`config.mk`:
```
export PLATFORM = sky130hd
export DESIGN_NAME = adpcmCore
export DESIGN_NICKNAME = d
export VERILOG_FILES = /design/src/hw/adpcmPkg.sv /design/src/hw/SDivTrunc.sv /design/src/hw/clampSRange.sv /design/src/hw/ADPCMDecoder.sv /design/src/hw/adpcmChannel.sv /design/src/hw/sampleFifo.sv /design/src/hw/adpcmWbSlave.sv /design/src/hw/adpcmCore.sv
export VERILOG_INCLUDE_DIRS = /design/src /design/src/include
export SDC_FILE = /design/constraint.sdc
export NUM_CORES = 1
export LEC_CHECK = 0
export BUFFER_PORTS_ARGS = -buffer_cell sky130_fd_sc_hd__buf_4
export CORE_MARGIN = 2
export CORE_UTILIZATION = 58
export DETAILED_ROUTE_END_ITERATION = 8
export HOLD_SLACK_MARGIN = 0.03
export MAX_ROUTING_LAYER = met4
export PLACE_DENSITY = 0.79
export SETUP_SLACK_MARGIN = 0.15
export SLEW_MARGIN = 20
export SYNTH_ARGS = -nofsm -noshare
export SYNTH_HDL_FRONTEND = slang
export SYNTH_SLANG_ARGS = --single-unit
```
`constraint.sdc`:
```
create_clock -name i_clk -period 9.7 [get_ports i_clk]
set_input_delay 1.94 -clock i_clk [delete_from_list [all_inputs] [get_ports i_clk]]
set_output_delay 1.94 -clock i_clk [all_outputs]
set_load 0.005 [all_outputs]
```
`src/include/adpcm_cfg.svh`:
```
// Single clock domain only; FIFO depth must stay at 4 entries or more for DATA back-pressure
`ifndef ADPCM_CFG_SVH
`define ADPCM_CFG_SVH

// Sample FIFO address width, 16 entries
`define ADPCM_FIFO_AW 4

// Wishbone word address width
`define ADPCM_WB_AW 2

// Register map, sized to ADPCM_WB_AW
`define ADPCM_REG_CTRL   2'd0
`define ADPCM_REG_HEADER 2'd1
`define ADPCM_REG_SAMPLE 2'd2 // DATA on write, SAMPLE on read
`define ADPCM_REG_STATUS 2'd3

`endif

```
`src/hw/adpcmPkg.sv`:
```
// Types only; the Wishbone address width comes from the config header
`include "adpcm_cfg.svh"

package adpcmPkg;

	typedef logic signed [15:0] sample_t; // Decoded audio sample
	typedef logic [15:0] rawWord_t;       // Four packed nibbles, lowest first
	typedef logic [3:0] shift_t;
	typedef logic [2:0] filter_t;
	typedef logic [1:0] nibblePos_t;

	// Master to slave
	typedef struct packed {
		logic cyc;
		logic stb;
		logic we;
		logic [`ADPCM_WB_AW-1:0] adr;
		logic [15:0] dat;
	} wbReq_t;

	// Slave to master
	typedef struct packed {
		logic ack;
		logic [15:0] dat;
	} wbRsp_t;

	// Accepted DATA word handed to the channel
	typedef struct packed {
		rawWord_t word;
		logic valid;
	} decodeJob_t;

	typedef enum logic {
		IDLE,
		DECODE
	} chanState_e;

endpackage

```
`src/hw/SDivTrunc.sv`:
```
// Combinational divide by 64 toward zero; OUTW must hold INW-6 bits or the top is lost
`timescale 1ns/1ps

module SDivTrunc #(
	parameter int INW  = 24,
	parameter int OUTW = 18
) (
	input  logic signed [INW-1:0]  valueIn,
	output logic signed [OUTW-1:0] valueOut
);

	logic signed [INW-1:0] biased;
	logic signed [INW-1:0] shifted;

	// Negative values get +63 so the arithmetic shift rounds toward zero
	assign biased = valueIn[INW-1] ? valueIn + INW'(63) : valueIn;
	assign shifted = biased >>> 6; // Sign kept
	assign valueOut = shifted[OUTW-1:0];

endmodule

```
`src/hw/clampSRange.sv`:
```
// Combinational signed saturation; INW must be larger than OUTW
`timescale 1ns/1ps

module clampSRange #(
	parameter int INW  = 19,
	parameter int OUTW = 16
) (
	input  logic signed [INW-1:0]  valueIn,
	output logic signed [OUTW-1:0] valueOut
);

	localparam logic signed [OUTW-1:0] MAX_VAL = {1'b0, {(OUTW-1){1'b1}}};
	localparam logic signed [OUTW-1:0] MIN_VAL = {1'b1, {(OUTW-1){1'b0}}};

	logic inRange;

	// Upper bits all equal means a plain sign extension
	assign inRange = (&valueIn[INW-1:OUTW-1]) || ~(|valueIn[INW-1:OUTW-1]);

	always_comb begin
		if (inRange)
			valueOut = valueIn[OUTW-1:0];
		else if (valueIn[INW-1])
			valueOut = MIN_VAL; // Negative overflow
		else
			valueOut = MAX_VAL;
	end

endmodule

```
`src/hw/ADPCMDecoder.sv`:
```
// Pure combinational nibble decode; caller registers the result and supplies the history
`timescale 1ns/1ps

module ADPCMDecoder (
	input  adpcmPkg::shift_t     i_Shift,
	input  adpcmPkg::filter_t    i_Filter,
	input  adpcmPkg::rawWord_t   i_inputRAW,
	input  adpcmPkg::nibblePos_t i_samplePosition,
	input  adpcmPkg::sample_t    i_PrevSample0, // Newest history
	input  adpcmPkg::sample_t    i_PrevSample1, // Older history
	output adpcmPkg::sample_t    o_sample
);

	import adpcmPkg::*;

	shift_t shiftEff;
	filter_t filterEff;
	logic [3:0] nibble;
	logic signed [6:0] stage1;
	sample_t baseSample;
	logic signed [7:0] weightPos;
	logic signed [7:0] weightNeg;
	logic signed [23:0] prodPos;
	logic signed [23:0] prodNeg;
	logic signed [23:0] predSum;
	logic signed [17:0] pred;
	logic signed [18:0] mixed;

	// Reserved shifts 13..15 behave as 9
	assign shiftEff = (i_Shift > 4'd12) ? 4'd9 : i_Shift;
	assign filterEff = (i_Filter > 3'd4) ? 3'd4 : i_Filter; // Only five filters

	always_comb begin
		case (filterEff)
			3'd1: begin
				weightPos = 8'sd60;
				weightNeg = 8'sd0;
			end
			3'd2: begin
				weightPos = 8'sd115;
				weightNeg = -8'sd52;
			end
			3'd3: begin
				weightPos = 8'sd98;
				weightNeg = -8'sd55;
			end
			3'd4: begin
				weightPos = 8'sd122;
				weightNeg = -8'sd60;
			end
			default: begin
				weightPos = 8'sd0; // Filter 0, no prediction
				weightNeg = 8'sd0;
			end
		endcase
	end

	assign nibble = i_inputRAW[{i_samplePosition, 2'b00} +: 4]; // Lowest nibble first

	// Nibble sits at bit 12, then shifted right; small stage first
	assign stage1 = $signed({nibble, 3'b000}) >>> shiftEff[1:0];
	assign baseSample = $signed({stage1, 9'b0}) >>> {shiftEff[3:2], 2'b00}; // Steps of 4

	// Prediction with rounding constant
	assign prodPos = i_PrevSample0 * weightPos;
	assign prodNeg = i_PrevSample1 * weightNeg;
	assign predSum = prodPos + prodNeg + 24'sd32; // Cannot overflow 24 bits with these weights

	SDivTrunc #(.INW(24), .OUTW(18)) uDiv64 (
		.valueIn (predSum),
		.valueOut(pred)
	);

	assign mixed = pred + baseSample; // 19 bits, room for the carry

	clampSRange #(.INW(19), .OUTW(16)) uClamp (
		.valueIn (mixed),
		.valueOut(o_sample)
	);

endmodule

```
`src/hw/adpcmChannel.sv`:
```
// One voice; a job is only legal while idle and the FIFO must already have 4 free entries
`timescale 1ns/1ps

module adpcmChannel (
	input  logic                 i_clk,
	input  logic                 i_rstN,
	input  adpcmPkg::decodeJob_t i_job,
	input  logic                 i_hdrWr,
	input  logic [7:0]           i_hdrByte,
	input  logic                 i_ctrlWr,
	input  logic [1:0]           i_ctrlBits,
	output logic                 o_busy,
	output logic                 o_push,
	output adpcmPkg::sample_t    o_sample
);

	import adpcmPkg::*;

	chanState_e state;
	nibblePos_t pos;
	rawWord_t word;
	shift_t shiftReg;
	filter_t filterReg;
	filter_t filterEff;
	logic xaMode;
	sample_t hist0; // Previous sample
	sample_t hist1; // Sample before that

	assign filterEff = xaMode ? {1'b0, filterReg[1:0]} : filterReg; // XA has four filters
	assign o_push = (state == DECODE);
	assign o_busy = (state == DECODE) || i_job.valid; // Job in flight counts too

	ADPCMDecoder uDecoder (
		.i_Shift         (shiftReg),
		.i_Filter        (filterEff),
		.i_inputRAW      (word),
		.i_samplePosition(pos),
		.i_PrevSample0   (hist0),
		.i_PrevSample1   (hist1),
		.o_sample        (o_sample)
	);

	// Sequencer, one nibble per clock
	always_ff @(posedge i_clk or negedge i_rstN) begin
		if (!i_rstN) begin
			state <= IDLE;
			pos <= '0;
		end else begin
			case (state)
				IDLE: begin
					if (i_job.valid) begin
						state <= DECODE;
						pos <= '0;
					end
				end
				DECODE: begin
					pos <= pos + 2'd1;
					if (pos == 2'd3)
						state <= IDLE; // Last nibble pushed
				end
				default: state <= IDLE;
			endcase
		end
	end

	always_ff @(posedge i_clk) begin
		if (i_job.valid && state == IDLE)
			word <= i_job.word;
	end

	// Header, mode and history
	always_ff @(posedge i_clk or negedge i_rstN) begin
		if (!i_rstN) begin
			shiftReg <= '0;
			filterReg <= '0;
			xaMode <= 1'b0;
			hist0 <= '0;
			hist1 <= '0;
		end else begin
			if (i_hdrWr) begin
				shiftReg <= i_hdrByte[3:0];
				filterReg <= i_hdrByte[6:4];
			end
			if (o_push) begin
				hist1 <= hist0; // Age the history
				hist0 <= o_sample;
			end
			if (i_ctrlWr) begin
				xaMode <= i_ctrlBits[0];
				if (i_ctrlBits[1]) begin
					hist0 <= '0; // Clear wins over a push
					hist1 <= '0;
				end
			end
		end
	end

	// Slave must hold DATA writes until the previous word is done
	assert property (@(posedge i_clk) disable iff (!i_rstN)
		i_job.valid |-> state == IDLE);

endmodule

```
`src/hw/sampleFifo.sv`:
```
// Single clock FIFO; the writer and reader must respect the level, no overflow protection
`timescale 1ns/1ps
`include "adpcm_cfg.svh"

module sampleFifo (
	input  logic                     i_clk,
	input  logic                     i_rstN,
	input  logic                     i_push,
	input  adpcmPkg::sample_t        i_pushData,
	input  logic                     i_pop,
	output adpcmPkg::sample_t        o_head,
	output logic [`ADPCM_FIFO_AW:0]  o_level
);

	import adpcmPkg::*;

	localparam int AW = `ADPCM_FIFO_AW;
	localparam int DEPTH = 1 << AW;

	sample_t mem [DEPTH];
	logic [AW:0] wrPtr; // Extra bit tells full from empty
	logic [AW:0] rdPtr;

	assign o_level = wrPtr - rdPtr;
	assign o_head = mem[rdPtr[AW-1:0]]; // Head visible without latency

	always_ff @(posedge i_clk) begin
		if (i_push)
			mem[wrPtr[AW-1:0]] <= i_pushData;
	end

	always_ff @(posedge i_clk or negedge i_rstN) begin
		if (!i_rstN) begin
			wrPtr <= '0;
			rdPtr <= '0;
		end else begin
			if (i_push)
				wrPtr <= wrPtr + 1'b1;
			if (i_pop)
				rdPtr <= rdPtr + 1'b1;
		end
	end

	// Back-pressure in the slave keeps the channel from overrunning
	assert property (@(posedge i_clk) disable iff (!i_rstN)
		i_push |-> o_level != (AW+1)'(DEPTH));
	assert property (@(posedge i_clk) disable iff (!i_rstN)
		i_pop |-> o_level != '0);

endmodule

```
`src/hw/adpcmWbSlave.sv`:
```
// Wishbone classic only, no bursts or pipelining; master must drop stb for a cycle after ack
`timescale 1ns/1ps
`include "adpcm_cfg.svh"

module adpcmWbSlave (
	input  logic                     i_clk,
	input  logic                     i_rstN,
	input  adpcmPkg::wbReq_t         i_wb,
	output adpcmPkg::wbRsp_t         o_wb,
	output adpcmPkg::decodeJob_t     o_job,
	output logic                     o_hdrWr,
	output logic [7:0]               o_hdrByte,
	output logic                     o_ctrlWr,
	output logic [1:0]               o_ctrlBits,
	input  logic                     i_busy,
	output logic                     o_pop,
	input  adpcmPkg::sample_t        i_head,
	input  logic [`ADPCM_FIFO_AW:0]  i_level
);

	import adpcmPkg::*;

	localparam int LVL_W = `ADPCM_FIFO_AW + 1;
	localparam int DEPTH = 1 << `ADPCM_FIFO_AW;

	logic ackReg;
	logic [15:0] rdData;
	logic [15:0] rdMux;
	logic jobValid;
	rawWord_t jobWord;
	logic req;
	logic isSample;
	logic dataRoom;
	logic takeData;
	logic ackNext;

	assign req = i_wb.cyc && i_wb.stb && !ackReg; // New request, not the acked one
	assign isSample = (i_wb.adr == `ADPCM_REG_SAMPLE);
	assign dataRoom = !i_busy && (i_level <= LVL_W'(DEPTH - 4)); // Room for a whole word
	assign takeData = req && i_wb.we && isSample && dataRoom;
	assign ackNext = req && (!(i_wb.we && isSample) || dataRoom); // Stall held-off DATA
	assign o_pop = req && !i_wb.we && isSample && (i_level != '0); // Empty read pops nothing

	assign o_wb = '{ack: ackReg, dat: rdData};
	assign o_job = '{word: jobWord, valid: jobValid};

	// Read data select, writes return zero
	always_comb begin
		rdMux = '0;
		if (!i_wb.we) begin
			case (i_wb.adr)
				`ADPCM_REG_SAMPLE: rdMux = (i_level != '0) ? i_head : '0;
				`ADPCM_REG_STATUS: begin
					rdMux[LVL_W-1:0] = i_level;
					rdMux[8] = i_busy;
				end
				default: rdMux = '0; // CTRL and HEADER read as zero
			endcase
		end
	end

	always_ff @(posedge i_clk or negedge i_rstN) begin
		if (!i_rstN) begin
			ackReg <= 1'b0;
			jobValid <= 1'b0;
			o_hdrWr <= 1'b0;
			o_ctrlWr <= 1'b0;
		end else begin
			ackReg <= ackNext; // One cycle ack
			jobValid <= takeData;
			o_hdrWr <= req && i_wb.we && (i_wb.adr == `ADPCM_REG_HEADER);
			o_ctrlWr <= req && i_wb.we && (i_wb.adr == `ADPCM_REG_CTRL);
		end
	end

	// Payload alongside the pulses
	always_ff @(posedge i_clk) begin
		if (ackNext)
			rdData <= rdMux;
		if (takeData)
			jobWord <= i_wb.dat;
		if (req && i_wb.we && i_wb.adr == `ADPCM_REG_HEADER)
			o_hdrByte <= i_wb.dat[7:0];
		if (req && i_wb.we && i_wb.adr == `ADPCM_REG_CTRL)
			o_ctrlBits <= i_wb.dat[1:0];
	end

	// Master keeps its request up until it sees ack
	assert property (@(posedge i_clk) disable iff (!i_rstN)
		o_wb.ack |-> i_wb.cyc && i_wb.stb);

endmodule

```
`src/hw/adpcmCore.sv`:
```
// Single voice ADPCM decoder top; one clock, host reads samples back over the same port
`timescale 1ns/1ps
`include "adpcm_cfg.svh"

module adpcmCore (
	input  logic             i_clk,
	input  logic             i_rstN,
	input  adpcmPkg::wbReq_t i_wb,
	output adpcmPkg::wbRsp_t o_wb
);

	import adpcmPkg::*;

	decodeJob_t job;
	logic hdrWr;
	logic [7:0] hdrByte;
	logic ctrlWr;
	logic [1:0] ctrlBits;
	logic busy;
	logic push;
	logic pop;
	sample_t pushSample;
	sample_t head;
	logic [`ADPCM_FIFO_AW:0] level;

	adpcmWbSlave uSlave (
		.i_clk     (i_clk),
		.i_rstN    (i_rstN),
		.i_wb      (i_wb),
		.o_wb      (o_wb),
		.o_job     (job),
		.o_hdrWr   (hdrWr),
		.o_hdrByte (hdrByte),
		.o_ctrlWr  (ctrlWr),
		.o_ctrlBits(ctrlBits),
		.i_busy    (busy),
		.o_pop     (pop),
		.i_head    (head),
		.i_level   (level)
	);

	adpcmChannel uChannel (
		.i_clk     (i_clk),
		.i_rstN    (i_rstN),
		.i_job     (job),
		.i_hdrWr   (hdrWr),
		.i_hdrByte (hdrByte),
		.i_ctrlWr  (ctrlWr),
		.i_ctrlBits(ctrlBits),
		.o_busy    (busy),
		.o_push    (push),
		.o_sample  (pushSample)
	);

	// Samples wait here for the host
	sampleFifo uFifo (
		.i_clk     (i_clk),
		.i_rstN    (i_rstN),
		.i_push    (push),
		.i_pushData(pushSample),
		.i_pop     (pop),
		.o_head    (head),
		.o_level   (level)
	);

endmodule

```
# Word level (Yosys, flattened, before mapping)
# Memory sizes are Yosys's and may differ from the RTL's.
# Cells that the tools add are included.
# Widths: inputs -> output; s select.
# op_classes
add_sub_neg	8
n_div	0
n_reduce_logical	26
multipliers	2
muxes	24
order_cmp	3
bitwise	4
n_shift	3
n_eq_ne	9
# op_table
op	n
$mux 16	8
$add 24x7->24 const B	2
$mul 16x8->24	2
$pmux 7 s4	1
$add 24x24->24	1
$mux 24	1
$pmux 8 s3	1
$add 18x16->19	1
$shiftx 16x5->4	1
$sshr 16x4->16	1
$logic_and 1x1->1	14
$add 5x1->5 const B	2
$pmux 5 s2	1
$mux 9	1
$sshr 7x2->7	1
$eq 2x2->1 const B	3
$eq 3x2->1 const B	2
$mux 3	2
$le 5x4->1 const B	1
$reduce_bool 5->1	1
$sub 5x5->5	1
$gt 4x4->1 const B	1
$logic_not 1->1	4
$mux 1	4
16 further kinds	22
# totals
latch_bits	0
ramBits	256
elab_cells	99
regBits	114
out_inout_bits	17
inputBits	23
mem_bits_ro	0
n_memories	1
# mem_list
memory	words	word_bits	read_ports	rd_clocked_by_memory_dff	write_ports	line_no	text
uFifo.mem	16	16	1	0	1	sampleFifo.sv:20	sample_t mem [DEPTH];

# Longest topological paths before layout
# depth
depth_word	18
ltp_mapped	44
ltp_nobuf	39

# Modules after synthesis
# A second synthesis with hierarchy kept.
# unflattened
hier_cells	1868
area_unflattened_um2	24054.3
# modules_own_cells
mod	seq_area_each_um2	n_inst	area_each_um2	cells_per_inst
sampleFifo	7937.6	1	10646.5	509
ADPCMDecoder	0.0	1	8718.4	1002
adpcmChannel	1556.5	1	2259.7	150
adpcmWbSlave	1361.3	1	1664.1	96
SDivTrunc	0.0	1	391.6	55
clampSRange	0.0	1	374.1	56

# Worst setup path before layout
# No wires, ideal clock.
# synth_path
path_kind	flip-flop to flip-flop
startpoint	reg uChannel.filterReg[2]
endpoint	mem uFifo.mem[0][10] (netlist bit), data pin
t_arrival_ns	9.447
period_less_slack_ns	9.773
t_required_ns	9.374
slack_ns	-0.073
path_stages_with_launch	41
setup_ns	0.326
n_path_buf	6
cell_sequence	dfrtp_1 nand2b_1 clkbuf_1 nor2b_1 clkbuf_1 nand2_1 nand2_1 clkbuf_1 and2_1 fa_1 inv_1 fa_1 fa_1 inv_1 fa_1 fa_1 inv_1 fa_1 [5 not listed] nor4b_1 nor3_4 xor2_2 nand2_2 or4_1 buf_4 nor3_2 xor2_1 ha_1 a21oi_1 nor2_1 a211oi_1 nand2_1 a211oi_1 nor3b_1 o31ai_2 clkbuf_1 nand2_1
# synth_via
elab_chain_cells	15
elab_cells_between_ends	22
cone_classes	add/sub: 4; mul: 2; order compare: 1; eq/ne: 4; mux: 7; bitwise: 1; reduce/logical: 3
# synth_lines
item	line_no	text
from (decl)	adpcmChannel.sv:23	filter_t filterReg;
from (signal assigned)	adpcmChannel.sv:82	filterReg <= i_hdrByte[6:4];
$mux 3 *	adpcmChannel.sv:29	assign filterEff = xaMode ? {1'b0, filterReg[1:0]} : filterReg;
$gt 3x3->1	ADPCMDecoder.sv:31	assign filterEff = (i_Filter > 3'd4) ? 3'd4 : i_Filter;
$mux 3 *	ADPCMDecoder.sv:31	
$eq 3x3->1, or another cell as far along	ADPCMDecoder.sv:34	case (filterEff)
$pmux 7 s4 / $pmux 8 s3 (equally long branches)	ADPCMDecoder.sv:34	
$mul 16x8->24 (on tied branches)	ADPCMDecoder.sv:65, ADPCMDecoder.sv:66	
$add 24x24->24 *	ADPCMDecoder.sv:67	assign predSum = prodPos + prodNeg + 24'sd32;
$add 24x7->24 *	ADPCMDecoder.sv:67	
$add 24x7->24	SDivTrunc.sv:16	assign biased = valueIn[INW-1] ? valueIn + INW'(63) : valueIn;
$mux 24 *	SDivTrunc.sv:16	
$add 18x16->19 *	ADPCMDecoder.sv:74	assign mixed = pred + baseSample;
$reduce_or 4->1	clampSRange.sv:18	assign inRange = (&valueIn[INW-1:OUTW-1]) || ~(|valueIn[INW-1:OUTW-1]);
$not 1->1	clampSRange.sv:18	
$logic_or 1x1->1	clampSRange.sv:18	
$mux 16 *	clampSRange.sv:21	if (inRange)
named net pushSample[10]	adpcmCore.sv:22	sample_t pushSample;
to (decl)	sampleFifo.sv:20	
# The timed path passes the listed nets; every way through them passes the cells marked *.

# Final worst setup path
# layout_path
startpoint	reg uChannel.xaMode
endpoint	mem uFifo.mem[6][9] (netlist bit), data pin
# layout_via
elab_chain_cells	15
elab_cells_between_ends	22
cone_classes	add/sub: 4; mul: 2; order compare: 1; eq/ne: 4; mux: 7; bitwise: 1; reduce/logical: 3
# layout_lines
item	line_no	text
from (decl)	adpcmChannel.sv:25	logic xaMode;
from (signal assigned)	adpcmChannel.sv:89	xaMode <= i_ctrlBits[0];
$mux 3 *	adpcmChannel.sv:29	
$gt 3x3->1	ADPCMDecoder.sv:31	
$mux 3 *	ADPCMDecoder.sv:31	
$eq 3x3->1, or another cell as far along	ADPCMDecoder.sv:34	
$pmux 7 s4 / $pmux 8 s3 (equally long branches)	ADPCMDecoder.sv:34	
$mul 16x8->24 (on tied branches)	ADPCMDecoder.sv:65, ADPCMDecoder.sv:66	
$add 24x24->24 *	ADPCMDecoder.sv:67	
$add 24x7->24 *	ADPCMDecoder.sv:67	
$add 24x7->24	SDivTrunc.sv:16	
$mux 24 *	SDivTrunc.sv:16	
$add 18x16->19 *	ADPCMDecoder.sv:74	
$reduce_or 4->1	clampSRange.sv:18	
$not 1->1	clampSRange.sv:18	
$logic_or 1x1->1	clampSRange.sv:18	
$mux 16 *	clampSRange.sv:21	
named net pushSample[9]	adpcmCore.sv:22	
# Marks and branches as above.

==> impl_metrics.json <==
{
  "status": "complete, no violations",
  "yosys_warnings": 0,
  "whs_path_depth": 0,
  "die-height_um": 206.6,
  "mostFrequentLayoutCell": "edfxtp_1",
  "fin_skew_ns": 0.02862,
  "row_count": 74,
  "syn_area_um2": 23810,
  "hpwlAfterDp_mm": 42.83,
  "area_growth_pct": 16.95,
  "ff2ff_path_depth": 39,
  "path_clk_slew_ns": 0.06,
  "dp_cells": 2462,
  "pre_cts_slack_ns": 0.1700,
  "synth_nets": 2193,
  "grt.overflow.total": 0,
  "rr_startpoint": "uChannel.xaMode",
  "synth_cells": 1858,
  "max_freq_mhz": 106.7,
  "period_share": 0.9663,
  "crit_type": "flip-flop to flip-flop",
  "routed_wl_mm": 62.75,
  "synth-seq-cells": 370,
  "ant_nets": 0,
  "avgSynthCellArea_um2": 12.81,
  "numCtsBuffers": 38,
  "async_flop_share": 0.1541,
  "crit_path_end_kind": "flip-flop",
  "vias": 15761,
  "hp-start": "uSlave.jobWord[11]",
  "final_cells": 2562,
  "setup_ws_ns": 0.3272,
  "clk_latency_ns": 0.55,
  "worstMarginPinSlew_ns": 1.165,
  "hold_viol_final": 0,
  "slew_violations": 0,
  "cp_slowest_cell": "fa_1",
  "hold-path-endpoint": "uChannel.word[11]",
  "multi_input_area_um2": 12440,
  "min_path_type": "flip-flop to flip-flop",
  "cts-root-buf": "clkbuf_16",
  "hold_ws_ns": 0.4178,
  "grt_pass1_vias": 16249,
  "diodes": 0,
  "setup_viol": 0,
  "ctsHoldBuffers": 0,
  "grt_start_max_net_pins": 58,
  "ios": 40,
  "via_per_inst": 6.152,
  "routabilityCongestion": 1.019,
  "regToRegSetupSlack_ns": 0.33,
  "drtPass1Iterations": 7,
  "n_fill_cell": 2663,
  "drive_gt1_frac": 0.2217,
  "routedWlPerCell_um": 24.49,
  "relSlewSlack": 0.2230,
  "ff_latch_area_um2": 10830,
  "drc": 0,
  "yosysUniqueCellTypes": 77,
  "r2r-end": "uFifo.mem[6][9]",
  "cts_buffer_depth": 3,
  "max_stage_delay_ns": 0.57,
  "synth_edf_count": 313,
  "antenna_found_initial": 0,
  "synth-main-ff-cell": "edfxtp_1",
  "coreArea_um2": 40650,
  "crit_arrival_ns": 9.66,
  "die_width_um": 206.6,
  "ys_seq_area_frac": 0.4547,
  "timing.critical_path.required_ns": 9.99,
  "layout.nets": 2335,
  "die-area_um2": 42680,
  "setup.worst_path.start_class": "flip-flop",
  "cts_tree": "done",
  "grt_usage": 0.3071,
  "cts_htree_levels": 2,
  "grt_pass1_wl_mm": 94.12,
  "drt_iter0_drc": 1674,
  "setup-tns-final_ns": 0,
  "max_cap_viol_count": 0,
  "fin_crit_ns": 9.373,
  "cts.sinks": 370,
  "start_util": 0.5857,
  "path_max_fanout": 8,
  "port-buffer-count": 39,
  "mostFrequentLayoutCells": "edfxtp_1 (313), inv_1 (248), fa_1 (171), buf_4 (137), ha_1 (116)"
}
==> worst max path at each step <==
stage                     slack, ns                  start                to  cells after the start
after floorplan                0.15  uChannel.filterReg[2]  uFifo.mem[0][10]                     40
after global placement         0.30        uChannel.xaMode   uFifo.mem[0][9]                     38
after detailed placement       0.17        uChannel.xaMode  uFifo.mem[9][11]                     37
after CTS                      0.15        uChannel.xaMode   uFifo.mem[6][7]                     39
after global routing         -0.005        uChannel.xaMode   uFifo.mem[6][9]                     40
final                          0.33        uChannel.xaMode   uFifo.mem[6][9]                     39
==> routing by layer <==
layer  GRT usage  wire (um)
met1      0.3947      23720
met3     0.05086       5238
met2      0.4998      31330
met5           -          0
met4      0.1066       2462
==> worst max-delay path, delay by kind of cell (launching register included) <==
family	cells	cell delay, ns
and+or+nand+nor	10	1.55
buffers and inverters	10	1.19
AOI/OAI and AO/OA	7	1.64
xor gates and xnor gates	3	0.42
DFF	1	0.38
adders and majority gates	9	3.92
==> sequential cells by signal, summed over array words and instances, names as in the netlist <==
signal,cells
uSlave.ackReg,1
uSlave.o_hdrByte,7
uSlave.o_ctrlBits,2
uChannel.hist1,16
uSlave.jobWord,16
uChannel.shiftReg,4
uChannel.filterReg,3
uChannel.pos,2
uFifo.mem,256
uFifo.wrPtr,5
uSlave.rdData,16
uChannel.word,16
uChannel.o_push,1
uSlave.jobValid,1
uSlave.o_hdrWr,1
uSlave.o_ctrlWr,1
uChannel.hist0,16
uChannel.xaMode,1
uFifo.rdPtr,5
==> synthesized netlist by cell type, types with 6 or more instances <==
cell type | count | area share
a211oi_1 | 6 | 0.0019
a21o_1 | 20 | 0.0063
a21oi_1 | 58 | 0.012
a221oi_1 | 8 | 0.0029
a31oi_1 | 11 | 0.0029
and2_1 | 98 | 0.026
and3_1 | 47 | 0.012
buf_2 | 11 | 0.0023
clkbuf_1 | 53 | 0.0084
dfrtp_1 | 57 | 0.060
edfxtp_1 | 313 | 0.39
fa_1 | 179 | 0.15
ha_1 | 133 | 0.070
inv_1 | 259 | 0.041
mux2_2 | 10 | 0.0047
mux2i_1 | 50 | 0.021
mux4_2 | 63 | 0.060
nand2_1 | 100 | 0.016
nand2b_1 | 14 | 0.0037
nand3_1 | 10 | 0.0021
nand4_1 | 8 | 0.0021
nor2_1 | 68 | 0.011
nor2b_1 | 37 | 0.0097
nor3_1 | 14 | 0.0029
nor3b_1 | 7 | 0.0022
o211ai_1 | 6 | 0.0019
o21a_1 | 9 | 0.0028
o21ai_0 | 43 | 0.0090
o221ai_1 | 6 | 0.0022
or2_2 | 6 | 0.0016
xnor2_1 | 44 | 0.016
xor2_1 | 25 | 0.0092
==> kinds of logic (layout without fill, tap and decap cells) <==
kind of cell | after synthesis | count (layout) | synth area share
fa+ha+maj | 312 | 312 | 0.2204
buf+inv | 331 | 502 | 0.05340
mux | 123 | 123 | 0.08536
simple gates | 434 | 434 | 0.09866
xor+xnor | 71 | 72 | 0.02675
flops | 370 | 370 | 0.4547
compound gates | 217 | 217 | 0.06065
==> stage by stage <==
step                  util  instance area, um^2
finish              0.6849                27840
global placement    0.6277                25510
detailed placement  0.6278                25520
floorplan                -                23810
global route        0.6849                27840
CTS                 0.6609                26860
==> repair_timing <==
action	4_1_cts	5_1_grt
gates resized for setup	4	158
cloned	0	4
pin swaps	1	60
setup endpoints to repair	156	271
buffers inserted	0	25
endpoints found under the hold margin	0	0
==> final cells by class <==
class,instances,area share
multi-input cells,1158,0.4470
clock inverters,22,0.009707
repair buffers,171,0.05726
inverters,261,0.03537
flip-flops and latches,370,0.3891
well taps,532,0.02391
clock buffers,48,0.03771
Power is not shown: default switching activity piles up to over one toggle a cycle in this logic, so the estimate is an artifact.
